[config.mk]
export PLATFORM = sky130hd
export DESIGN_NAME = lockin_udp_tx
export DESIGN_NICKNAME = d
export VERILOG_FILES = /design/src/hdl/acq_data_pkg.sv /design/src/hdl/udp_acq_pkg.sv /design/src/hdl/lockin_udp_tx.sv /design/src/hdl/udp_packetizer.sv /design/src/hdl/acq_sample_framer.sv /design/src/hdl/showahead_fifo.sv
export SDC_FILE = /design/constraint.sdc
export NUM_CORES = 2
export LEC_CHECK = 0
export BUFFER_PORTS_ARGS = -buffer_cell sky130_fd_sc_hd__buf_2
export CORE_ASPECT_RATIO = 2
export CORE_MARGIN = 2
export CORE_UTILIZATION = 30
export CTS_CLUSTER_SIZE = 24
export DETAILED_ROUTE_END_ITERATION = 16
export GPL_TIMING_DRIVEN = 0
export PLACE_DENSITY_LB_ADDON = 0.3
export SKIP_CTS_REPAIR_TIMING = 1
export SLEW_MARGIN = 30
export SYNTH_ARGS = -nofsm -noshare
export SYNTH_HDL_FRONTEND = slang
export SYNTH_SLANG_ARGS = --single-unit
[constraint.sdc]
create_clock -name clk -period 10 [get_ports clk]
set_input_delay 0.5 -clock clk [delete_from_list [all_inputs] [get_ports clk]]
set_output_delay 0.5 -clock clk [all_outputs]
set_load 0.01 [all_outputs]
[src/hdl/acq_data_pkg.sv]
package acq_data_pkg;

    typedef logic signed [31:0] quad_t;    // lock-in in-phase or quadrature component
    typedef logic signed [31:0] freq_t;    // demodulation frequency word

    // one result of the lock-in amplifier
    typedef struct packed {
        freq_t freq;
        quad_t y;
        quad_t x;
    } lockin_sample_t;

    // word stored in the legacy FIFO, x in the lowest 32 bits
    typedef struct packed {
        logic [10:0] spare;
        logic        freq_change;    // set when freq differs from the previous sample
        freq_t       freq;
        quad_t       y;
        quad_t       x;
    } acq_word_t;

    // the lowest 104 bits are sent as 13 bytes, MSB first
    typedef struct packed {
        logic [3:0] spare;
        logic [7:0] nco_id;
        freq_t      freq;
        quad_t      x;
        quad_t      y;
    } pml_record_t;

    localparam int acq_fifo_depth = 16;

endpackage

[src/hdl/udp_acq_pkg.sv]
package udp_acq_pkg;

    // one payload byte as it goes into the MAC transmit FIFO
    typedef logic [7:0] byte_t;

    typedef logic [47:0] mac_t;        // destination MAC address
    typedef logic [31:0] ip_t;         // destination IPv4 address
    typedef logic [15:0] pkt_len_t;    // UDP payload length in bytes

    // per-packet word for the MAC status FIFO, length ends up in the top 16 bits
    typedef struct packed {
        pkt_len_t length;
        ip_t      ip;
        mac_t     mac;
    } tx_status_t;

    // a legacy packet starts with the mode byte and the four frequency bytes
    localparam int header_bytes = 5;

    // bytes per legacy sample in each layout
    localparam int raw_sample_bytes = 4;    // x[15:0] then y[15:0]
    localparam int dem_sample_bytes = 8;    // y[31:0] then x[31:0]

    // nco id, frequency, x and y of one PML record
    localparam int pml_record_bytes = 13;

    // idle cycles at a sample boundary before a partial packet is flushed
    localparam int flush_idle_limit = 200;

endpackage
[src/hdl/lockin_udp_tx.sv]
`timescale 1ns/1ps

module lockin_udp_tx #(
    parameter int bytes_per_packet = 45,
    parameter int report_period = 600
) (
    input  logic                         clk,
    input  logic                         reset,
    input  logic                         sample_valid,
    input  acq_data_pkg::lockin_sample_t sample,
    input  logic                         pml_valid,
    input  acq_data_pkg::pml_record_t    pml_record,
    input  logic                         mode_cont_disc,
    input  logic                         mode_raw_dem,
    input  udp_acq_pkg::mac_t            dest_mac,
    input  udp_acq_pkg::ip_t             dest_ip,
    output udp_acq_pkg::byte_t           tx_data,
    output logic                         tx_data_write,
    input  logic                         tx_data_full,
    output udp_acq_pkg::tx_status_t      tx_status,
    output logic                         tx_status_write,
    input  logic                         tx_status_full,
    output logic                         leg_overflow,
    output logic                         pml_overflow
);
    import acq_data_pkg::*;

    acq_word_t   framed_word;    // framer to legacy FIFO
    logic        framed_write;
    acq_word_t   leg_word;       // legacy FIFO head
    logic        leg_empty;
    logic        leg_rdreq;
    pml_record_t pml_word;       // PML FIFO head
    logic        pml_empty;
    logic        pml_rdreq;

    acq_sample_framer i_framer (
        .clk          (clk),
        .reset        (reset),
        .sample_valid (sample_valid),
        .sample       (sample),
        .word         (framed_word),
        .word_write   (framed_write)
    );

    showahead_fifo #(
        .data_width ($bits(acq_word_t)),
        .depth      (acq_fifo_depth)
    ) i_leg_fifo (
        .clk      (clk),
        .reset    (reset),
        .wdata    (framed_word),
        .write    (framed_write),
        .rdata    (leg_word),
        .rdreq    (leg_rdreq),
        .empty    (leg_empty),
        .full     (),
        .overflow (leg_overflow)
    );

    // PML records go straight into their FIFO
    showahead_fifo #(
        .data_width ($bits(pml_record_t)),
        .depth      (acq_fifo_depth)
    ) i_pml_fifo (
        .clk      (clk),
        .reset    (reset),
        .wdata    (pml_record),
        .write    (pml_valid),
        .rdata    (pml_word),
        .rdreq    (pml_rdreq),
        .empty    (pml_empty),
        .full     (),
        .overflow (pml_overflow)
    );

    udp_packetizer #(
        .bytes_per_packet (bytes_per_packet),
        .report_period    (report_period)
    ) i_packetizer (
        .clk             (clk),
        .reset           (reset),
        .mode_cont_disc  (mode_cont_disc),
        .mode_raw_dem    (mode_raw_dem),
        .dest_mac        (dest_mac),
        .dest_ip         (dest_ip),
        .leg_word        (leg_word),
        .leg_empty       (leg_empty),
        .leg_rdreq       (leg_rdreq),
        .pml_word        (pml_word),
        .pml_empty       (pml_empty),
        .pml_rdreq       (pml_rdreq),
        .tx_data         (tx_data),
        .tx_data_write   (tx_data_write),
        .tx_data_full    (tx_data_full),
        .tx_status       (tx_status),
        .tx_status_write (tx_status_write),
        .tx_status_full  (tx_status_full)
    );

endmodule

[src/hdl/udp_packetizer.sv]
`timescale 1ns/1ps

module udp_packetizer #(
    parameter int bytes_per_packet = 45,
    parameter int report_period = 600
) (
    input  logic                      clk,
    input  logic                      reset,
    input  logic                      mode_cont_disc,
    input  logic                      mode_raw_dem,
    input  udp_acq_pkg::mac_t         dest_mac,
    input  udp_acq_pkg::ip_t          dest_ip,
    input  acq_data_pkg::acq_word_t   leg_word,
    input  logic                      leg_empty,
    output logic                      leg_rdreq,
    input  acq_data_pkg::pml_record_t pml_word,
    input  logic                      pml_empty,
    output logic                      pml_rdreq,
    output udp_acq_pkg::byte_t        tx_data,
    output logic                      tx_data_write,
    input  logic                      tx_data_full,
    output udp_acq_pkg::tx_status_t   tx_status,
    output logic                      tx_status_write,
    input  logic                      tx_status_full
);
    import udp_acq_pkg::*;

    localparam int records_per_packet = bytes_per_packet / pml_record_bytes;
    localparam int idle_cnt_w = $clog2(flush_idle_limit + 1);
    localparam int report_cnt_w = $clog2(report_period + 1);

    typedef enum logic [2:0] {
        st_idle,
        st_header_mode,
        st_header_freq,
        st_leg_wait,
        st_leg_bytes,
        st_pml_wait,
        st_pml_bytes,
        st_send_status
    } state_t;

    state_t                  state;
    pkt_len_t                byte_cnt;      // bytes written since the last status
    pkt_len_t                rec_cnt;       // PML records in the current packet
    logic [3:0]              field_cnt;     // byte index inside the current field
    logic [idle_cnt_w-1:0]   idle_cnt;      // empty cycles at a sample boundary
    logic [report_cnt_w-1:0] report_cnt;
    logic                    report_tick;
    logic                    cont_disc_q;   // modes held for the whole packet
    logic                    raw_dem_q;

    pkt_len_t    sample_bytes;
    logic [3:0]  sample_last;
    logic [63:0] dem_bytes;
    byte_t       raw_byte;
    byte_t       dem_byte;
    byte_t       pml_byte;
    byte_t       freq_byte;
    logic        leg_last;
    logic        pml_last;
    logic        room_left;
    logic        freq_break;
    logic        flush;

    assign sample_bytes = raw_dem_q ? pkt_len_t'(dem_sample_bytes) : pkt_len_t'(raw_sample_bytes);
    assign sample_last = raw_dem_q ? 4'(dem_sample_bytes - 1) : 4'(raw_sample_bytes - 1);
    assign leg_last = field_cnt == sample_last;
    assign pml_last = field_cnt == 4'(pml_record_bytes - 1);

    // the packet closes when one more sample would not fit
    assign room_left = int'(byte_cnt) + 1 + int'(sample_bytes) <= bytes_per_packet;
    // a new frequency only opens a new packet once this one holds a sample
    assign freq_break = leg_word.freq_change && (byte_cnt != pkt_len_t'(header_bytes));
    assign flush = idle_cnt == idle_cnt_w'(flush_idle_limit);

    always_comb begin
        case (field_cnt[1:0])
            2'd0: raw_byte = leg_word.x[15:8];
            2'd1: raw_byte = leg_word.x[7:0];
            2'd2: raw_byte = leg_word.y[15:8];
            default: raw_byte = leg_word.y[7:0];
        endcase
    end

    assign dem_bytes = {leg_word.y, leg_word.x};
    assign dem_byte = dem_bytes[(7 - field_cnt[2:0]) * 8 +: 8];
    assign freq_byte = leg_word.freq[(3 - field_cnt[1:0]) * 8 +: 8];
    assign pml_byte = pml_word[(12 - field_cnt) * 8 +: 8];

    // pop during the last byte so the next head is ready at the boundary
    assign leg_rdreq = (state == st_leg_bytes) && leg_last && !tx_data_full;
    assign pml_rdreq = (state == st_pml_bytes) && pml_last && !tx_data_full;

    always_ff @(posedge clk) begin
        if (reset) begin
            report_cnt <= '0;
            report_tick <= 1'b0;
        end else if (report_cnt == report_cnt_w'(report_period - 1)) begin
            report_cnt <= '0;
            report_tick <= 1'b1;
        end else begin
            report_cnt <= report_cnt + 1'b1;
            report_tick <= 1'b0;
        end
    end

    always_ff @(posedge clk) begin
        if (reset) begin
            idle_cnt <= '0;
        end else if (state == st_leg_wait && leg_empty) begin
            idle_cnt <= idle_cnt + 1'b1;
        end else begin
            idle_cnt <= '0;
        end
    end

    always_ff @(posedge clk) begin
        if (reset) begin
            state <= st_idle;
            byte_cnt <= '0;
            rec_cnt <= '0;
            field_cnt <= '0;
            tx_data_write <= 1'b0;
            tx_status_write <= 1'b0;
        end else begin
            tx_data_write <= 1'b0;
            tx_status_write <= 1'b0;
            case (state)
                st_idle: begin
                    field_cnt <= '0;
                    if (report_tick && !pml_empty) begin    // PML report wins over legacy
                        state <= st_pml_bytes;
                    end else if (!leg_empty) begin
                        cont_disc_q <= mode_cont_disc;
                        raw_dem_q <= mode_raw_dem;
                        state <= st_header_mode;
                    end
                end
                st_header_mode: begin
                    if (!tx_data_full) begin
                        tx_data <= {{4{cont_disc_q}}, {4{raw_dem_q}}};
                        tx_data_write <= 1'b1;
                        byte_cnt <= byte_cnt + 1'b1;
                        state <= st_header_freq;
                    end
                end
                st_header_freq: begin
                    if (!tx_data_full) begin
                        tx_data <= freq_byte;
                        tx_data_write <= 1'b1;
                        byte_cnt <= byte_cnt + 1'b1;
                        field_cnt <= field_cnt + 1'b1;
                        if (field_cnt == 4'd3) begin
                            field_cnt <= '0;
                            state <= st_leg_wait;
                        end
                    end
                end
                st_leg_wait: begin
                    if (!leg_empty) begin
                        state <= freq_break ? st_send_status : st_leg_bytes;
                    end else if (flush) begin
                        state <= st_send_status;
                    end
                end
                st_leg_bytes: begin
                    if (!tx_data_full) begin
                        tx_data <= raw_dem_q ? dem_byte : raw_byte;
                        tx_data_write <= 1'b1;
                        byte_cnt <= byte_cnt + 1'b1;
                        field_cnt <= field_cnt + 1'b1;
                        if (leg_last) begin
                            field_cnt <= '0;
                            state <= room_left ? st_leg_wait : st_send_status;
                        end
                    end
                end
                st_pml_wait: begin
                    state <= pml_empty ? st_send_status : st_pml_bytes;    // buffer ran dry
                end
                st_pml_bytes: begin
                    if (!tx_data_full) begin
                        tx_data <= pml_byte;
                        tx_data_write <= 1'b1;
                        byte_cnt <= byte_cnt + 1'b1;
                        field_cnt <= field_cnt + 1'b1;
                        if (pml_last) begin
                            field_cnt <= '0;
                            rec_cnt <= rec_cnt + 1'b1;
                            if (int'(rec_cnt) + 1 >= records_per_packet) begin
                                state <= st_send_status;
                            end else begin
                                state <= st_pml_wait;
                            end
                        end
                    end
                end
                st_send_status: begin
                    if (!tx_status_full) begin
                        tx_status <= '{length: byte_cnt, ip: dest_ip, mac: dest_mac};
                        tx_status_write <= 1'b1;
                        byte_cnt <= '0;
                        rec_cnt <= '0;
                        state <= st_idle;
                    end
                end
                default: begin
                    state <= st_idle;
                end
            endcase
        end
    end

endmodule

[src/hdl/acq_sample_framer.sv]
`timescale 1ns/1ps

module acq_sample_framer (
    input  logic                         clk,
    input  logic                         reset,
    input  logic                         sample_valid,
    input  acq_data_pkg::lockin_sample_t sample,
    output acq_data_pkg::acq_word_t      word,
    output logic                         word_write
);
    import acq_data_pkg::*;

    freq_t last_freq;     // frequency of the last framed sample
    logic  freq_known;    // low until the first sample after reset

    always_ff @(posedge clk) begin
        if (reset) begin
            word_write <= 1'b0;
            freq_known <= 1'b0;
        end else begin
            word_write <= sample_valid;    // one cycle behind the sample strobe
            if (sample_valid) begin
                freq_known <= 1'b1;
            end
        end
    end

    // payload side of the output register
    always_ff @(posedge clk) begin
        if (sample_valid) begin
            word.spare <= '0;
            word.freq <= sample.freq;
            word.y <= sample.y;
            word.x <= sample.x;
            // the packetizer opens a new packet on this flag
            word.freq_change <= !freq_known || (sample.freq != last_freq);
            last_freq <= sample.freq;
        end
    end

endmodule

[src/hdl/showahead_fifo.sv]
`timescale 1ns/1ps

module showahead_fifo #(
    parameter int data_width = 108,
    parameter int depth = 16
) (
    input  logic                  clk,
    input  logic                  reset,
    input  logic [data_width-1:0] wdata,
    input  logic                  write,
    output logic [data_width-1:0] rdata,
    input  logic                  rdreq,
    output logic                  empty,
    output logic                  full,
    output logic                  overflow
);
    localparam int ptr_w = (depth > 1) ? $clog2(depth) : 1;

    logic [data_width-1:0] mem [depth];
    logic [ptr_w-1:0]      wr_ptr;
    logic [ptr_w-1:0]      rd_ptr;
    logic [ptr_w:0]        count;    // number of stored words
    logic                  do_write;
    logic                  do_read;

    assign do_write = write && !full;    // a write at full is lost
    assign do_read = rdreq && !empty;

    assign empty = count == '0;
    assign full = count == (ptr_w + 1)'(depth);
    assign rdata = mem[rd_ptr];    // head is visible before it is popped

    always_ff @(posedge clk) begin
        if (do_write) begin
            mem[wr_ptr] <= wdata;
        end
    end

    always_ff @(posedge clk) begin
        if (reset) begin
            wr_ptr <= '0;
            rd_ptr <= '0;
            count <= '0;
            overflow <= 1'b0;
        end else begin
            overflow <= write && full;    // one pulse per dropped word
            if (do_write) begin
                wr_ptr <= (wr_ptr == ptr_w'(depth - 1)) ? '0 : wr_ptr + 1'b1;
            end
            if (do_read) begin
                rd_ptr <= (rd_ptr == ptr_w'(depth - 1)) ? '0 : rd_ptr + 1'b1;
            end
            // pop and push in the same cycle leave the count alone
            if (do_write && !do_read) begin
                count <= count + 1'b1;
            end else if (do_read && !do_write) begin
                count <= count - 1'b1;
            end
        end
    end

endmodule

==> impl_metrics.prom <==
# TYPE chip_impl_metric gauge
chip_impl_info{name="run_status",value="completed"} 1
chip_impl_metric{name="synth.ff_latch_count",unit=""} 3581
chip_impl_metric{name="firstDrtPassIters",unit=""} 6
chip_impl_metric{name="drive_above_1_share",unit="%"} 31.56
chip_impl_metric{name="depth_of_the_worst_register_to_register_path",unit=""} 13
chip_impl_metric{name="static-leakage-power",unit="nW"} 53.54
chip_impl_metric{name="synth_top_area_share",unit="%"} 75.77
chip_impl_metric{name="timing.final.ws_setup",unit="ns"} 3.081
chip_impl_metric{name="layout.filler_cells",unit=""} 41880
chip_impl_metric{name="timing.final.crit_period",unit="ns"} 6.919
chip_impl_info{name="critical_path_class",value="register to register"} 1
chip_impl_metric{name="net_count_reported_at_finish",unit=""} 8153
chip_impl_metric{name="routed_wirelength",unit="mm"} 494.1
chip_impl_metric{name="worst-r2r-setup-slack",unit="ns"} 3.08
chip_impl_metric{name="initialDrtViolationCount",unit=""} 8483
chip_impl_metric{name="dp_hpwl",unit="mm"} 366.6
chip_impl_info{name="tritoncts",value="built"} 1
chip_impl_metric{name="first_global_vias",unit=""} 74940
chip_impl_metric{name="route.detailed.wl_per_inst",unit="µm"} 34.94
chip_impl_metric{name="clk_pin_slew_worst_paths",unit="ns"} 0.07
chip_impl_metric{name="max-vdd-ir-drop",unit="mV"} 0.1637
chip_impl_metric{name="synthesis.nets",unit=""} 6685
chip_impl_metric{name="finish.instance_area",unit="mm²"} 0.1699
chip_impl_metric{name="post_syn_area_per_cell",unit="µm²"} 21.71
chip_impl_metric{name="setup-tns-final",unit="ns"} 0
chip_impl_info{name="grt_setup_unrepaired",value="no"} 1
chip_impl_metric{name="period_share",unit="%"} 69.19
chip_impl_metric{name="maxCapViolations",unit=""} 0
chip_impl_metric{name="ios",unit=""} 400
chip_impl_info{name="postSynth.topFlopCell",value="sky130_fd_sc_hd__edfxtp_1"} 1
chip_impl_info{name="synth_top_area_cell",value="sky130_fd_sc_hd__edfxtp_1"} 1
chip_impl_metric{name="drt.antenna.violating_nets",unit=""} 0
chip_impl_metric{name="synth-edff-count",unit=""} 3483
chip_impl_metric{name="maxSlewHeadroom",unit="%"} 25.64
chip_impl_metric{name="die_area",unit="mm²"} 0.4659
chip_impl_metric{name="num_rows",unit=""} 352
chip_impl_metric{name="setup_viol",unit=""} 0
chip_impl_metric{name="grt_start_max_net_pins",unit=""} 51
chip_impl_info{name="worstHoldPathType",value="input pin to register"} 1
chip_impl_info{name="worst_setup_path_startpoint",value="i_packetizer.field_cnt[0]"} 1
chip_impl_info{name="worst_r2r_endpoint",value="i_packetizer.tx_data[2]"} 1
chip_impl_metric{name="multiInputGateArea",unit="mm²"} 0.03006
chip_impl_metric{name="netlist_instances",unit=""} 6358
chip_impl_metric{name="worstPathMaxFanout",unit=""} 10
chip_impl_metric{name="gpl.final_weighted_congestion",unit=""} 0.9207
chip_impl_metric{name="via_per_inst",unit=""} 5.277
chip_impl_metric{name="yosys.cell_types.count",unit=""} 79
chip_impl_metric{name="postSynth.asyncResetShare",unit="%"} 0
chip_impl_metric{name="critical_path_required",unit="ns"} 10.58
chip_impl_metric{name="grt_antenna_before_repair",unit=""} 65
chip_impl_metric{name="globalRouteTotalUtil",unit="%"} 20.61
chip_impl_metric{name="floorplan.initialDensity",unit="%"} 30.08
chip_impl_metric{name="die-width",unit="µm"} 483.6
chip_impl_metric{name="drv_slew",unit=""} 0
chip_impl_metric{name="power.density_cell_area",unit="mW/mm²"} 187.5
chip_impl_metric{name="synth_sequential_area_ratio",unit="%"} 77.19
chip_impl_info{name="layout_commonest_cell",value="sky130_fd_sc_hd__edfxtp_1"} 1
chip_impl_metric{name="timing_hold_violations_final",unit=""} 0
chip_impl_metric{name="finClkSkew",unit="ns"} 0.1277
chip_impl_metric{name="wire_length_of_the_first_global_routing_pass",unit="mm"} 657.3
chip_impl_metric{name="io_buffers",unit=""} 397
chip_impl_info{name="crit-reg2reg-launch",value="i_packetizer.field_cnt[0]"} 1
chip_impl_metric{name="drt_drc_violations_left",unit=""} 0
chip_impl_metric{name="syn2layout_area_growth",unit="%"} 23.05
chip_impl_metric{name="cts_buffers",unit=""} 335
chip_impl_metric{name="die_height",unit="µm"} 963.3
chip_impl_metric{name="placed_area",unit="mm²"} 0.1562
chip_impl_info{name="synth.top_cells.by_area",value="sky130_fd_sc_hd__edfxtp_1 76%, sky130_fd_sc_hd__mux4_2 14%, sky130_fd_sc_hd__mux2i_1 1.6%, sky130_fd_sc_hd__dfxtp_1 1.4%, sky130_fd_sc_hd__nor2_1 0.49%"} 1
chip_impl_metric{name="syn_area",unit="mm²"} 0.1380
chip_impl_metric{name="core-area",unit="mm²"} 0.4589
chip_impl_info{name="cts.root.buffer_cell",value="sky130_fd_sc_hd__clkbuf_16"} 1
chip_impl_metric{name="sequential_cell_area",unit="mm²"} 0.1066
chip_impl_metric{name="htree_num_levels",unit=""} 5
chip_impl_info{name="setup.worst_path.end",value="i_packetizer.tx_data[2]"} 1
chip_impl_info{name="most-common-layout-cells",value="3,483 x sky130_fd_sc_hd__edfxtp_1, 851 x sky130_fd_sc_hd__mux4_2, 543 x sky130_fd_sc_hd__buf_2"} 1
chip_impl_metric{name="fmax",unit="MHz"} 144.5
chip_impl_metric{name="placement.setup.worst_slack",unit="ns"} 2.610
chip_impl_metric{name="clock_path_buffers",unit=""} 4
chip_impl_info{name="endpoint_kind",value="register"} 1
chip_impl_metric{name="via_count",unit=""} 74610
chip_impl_metric{name="clk_latency",unit="ns"} 0.94
chip_impl_info{name="start_kind",value="register"} 1
chip_impl_metric{name="tightest_slew",unit="ns"} 1.115
chip_impl_metric{name="ys_warn_count",unit=""} 0
chip_impl_metric{name="arrival",unit="ns"} 7.50
chip_impl_metric{name="total_number_of_clock_tree_sinks",unit=""} 3581
chip_impl_metric{name="global_route.overflow_total",unit=""} 0
[worst max-delay path, cell delays in order, from the launching register on]
cell and delay [ns]:
sky130_fd_sc_hd__dfxtp_1 0.42, sky130_fd_sc_hd__clkbuf_2 0.47, sky130_fd_sc_hd__clkinv_2 0.65, sky130_fd_sc_hd__clkbuf_4 0.63, sky130_fd_sc_hd__buf_2 0.36, sky130_fd_sc_hd__buf_12 0.20, sky130_fd_sc_hd__ha_1 0.39, sky130_fd_sc_hd__clkbuf_1 0.36
sky130_fd_sc_hd__clkbuf_1 0.51, sky130_fd_sc_hd__nand2_1 0.63, sky130_fd_sc_hd__a21oi_1 0.10, sky130_fd_sc_hd__or4_1 0.80, sky130_fd_sc_hd__o21ai_1 0.77, sky130_fd_sc_hd__nand4_1 0.26
[flip-flops by register name, summed over array words and instances (netlist names), 5 cells and up, named ones only]
signal	cells
i_packetizer.rec_cnt	16
i_packetizer.tx_data	8
i_leg_fifo.count	5
i_leg_fifo.mem	1552
i_packetizer.report_cnt	10
i_packetizer.idle_cnt	8
i_pml_fifo.count	5
i_framer.word	97
i_pml_fifo.mem	1728
i_packetizer.tx_status	96
i_packetizer.byte_cnt	16
[metal layers]
layer	GRT usage, %	up-vias	part of all wire, %
li1	-	29740	-
met1	21.92	40310	33
met2	37.18	3516	52
met3	3.180	1035	6.1
met4	14.63	10	8.3
met5	0	-	0.014
[cells in the mapped netlist (all sizes together) (10+ instances only)]
cell and instances:
inv 38, mux2i 221, ha 32, a22oi 76
nor2b 26, nor3 47, nand2b 18, dfxtp 98
xor2 31, nor4 22, o211ai 29, a21o 13
nand3b 14, or3 14, clkbuf 118, xnor2 50
a31oi 35, a221oi 16, o21ai 76, nand2 163
edfxtp 3483, mux4 851, nand3 75, nor2 181
a211oi 23, nand4 32, mux2 35, o22ai 26
and3 20, a21oi 111, and2 13, o2111ai 10
o31ai 10, buf 221
[cell type report]
cell class                      instances  area share (%)
Sequential cell                      3581           62.73
Clock inverter                        197           1.152
Multi-Input combinational cell       2399           17.70
Timing Repair Buffer                 1131           7.662
Antenna cell                           39         0.05746
Buffer                                339           1.054
Inverter                               39         0.08692
Tap cell                             6018           4.433
Clock buffer                          397           5.123
[metrics by stage]
step	hold slack (ns)	utilization (%)	cells	power, mW
global placement	0.4196	32.15	12770	19.11
finish	0.04609	37.01	14140	31.85
floorplan	0.4064	-	6358	17.98
global route	-0.002703	37.00	14120	32.65
detailed placement	0.4192	34.05	13220	19.18
CTS	-0.3410	36.37	13820	31.95
[where the power goes]
group	switching, mW	total [mW]	internal, mW
combinational	1.36	1.98	0.613
sequential	0.217	17.0	16.8
clock	5.77	12.9	7.10
total	7.35	31.9	24.5
[cells by family after synthesis]
group,count (synthesis),synth area share [%]
flops,3581,77.19
compound gates,519,2.553
fa+ha+maj,35,0.3336
buf+inv,378,1.332
simple gates,657,2.301
mux,1107,15.77
xor+xnor,81,0.5140
[how the worst min path moves through the flow]
stage / start / endpoint / depth (start not counted)
floorplan: i_packetizer.byte_cnt[3] / i_packetizer.tx_status[83] / 0
global placement: i_packetizer.byte_cnt[6] / i_packetizer.tx_status[86] / 0
detailed placement: i_packetizer.byte_cnt[6] / i_packetizer.tx_status[86] / 0
CTS: dest_mac[30] / i_packetizer.tx_status[30] / 1
global route: pml_record[23] / i_pml_fifo.mem[8][23] / 1
finish: pml_record[16] / i_pml_fifo.mem[7][16] / 1
Power figures use the tool's default switching activity.
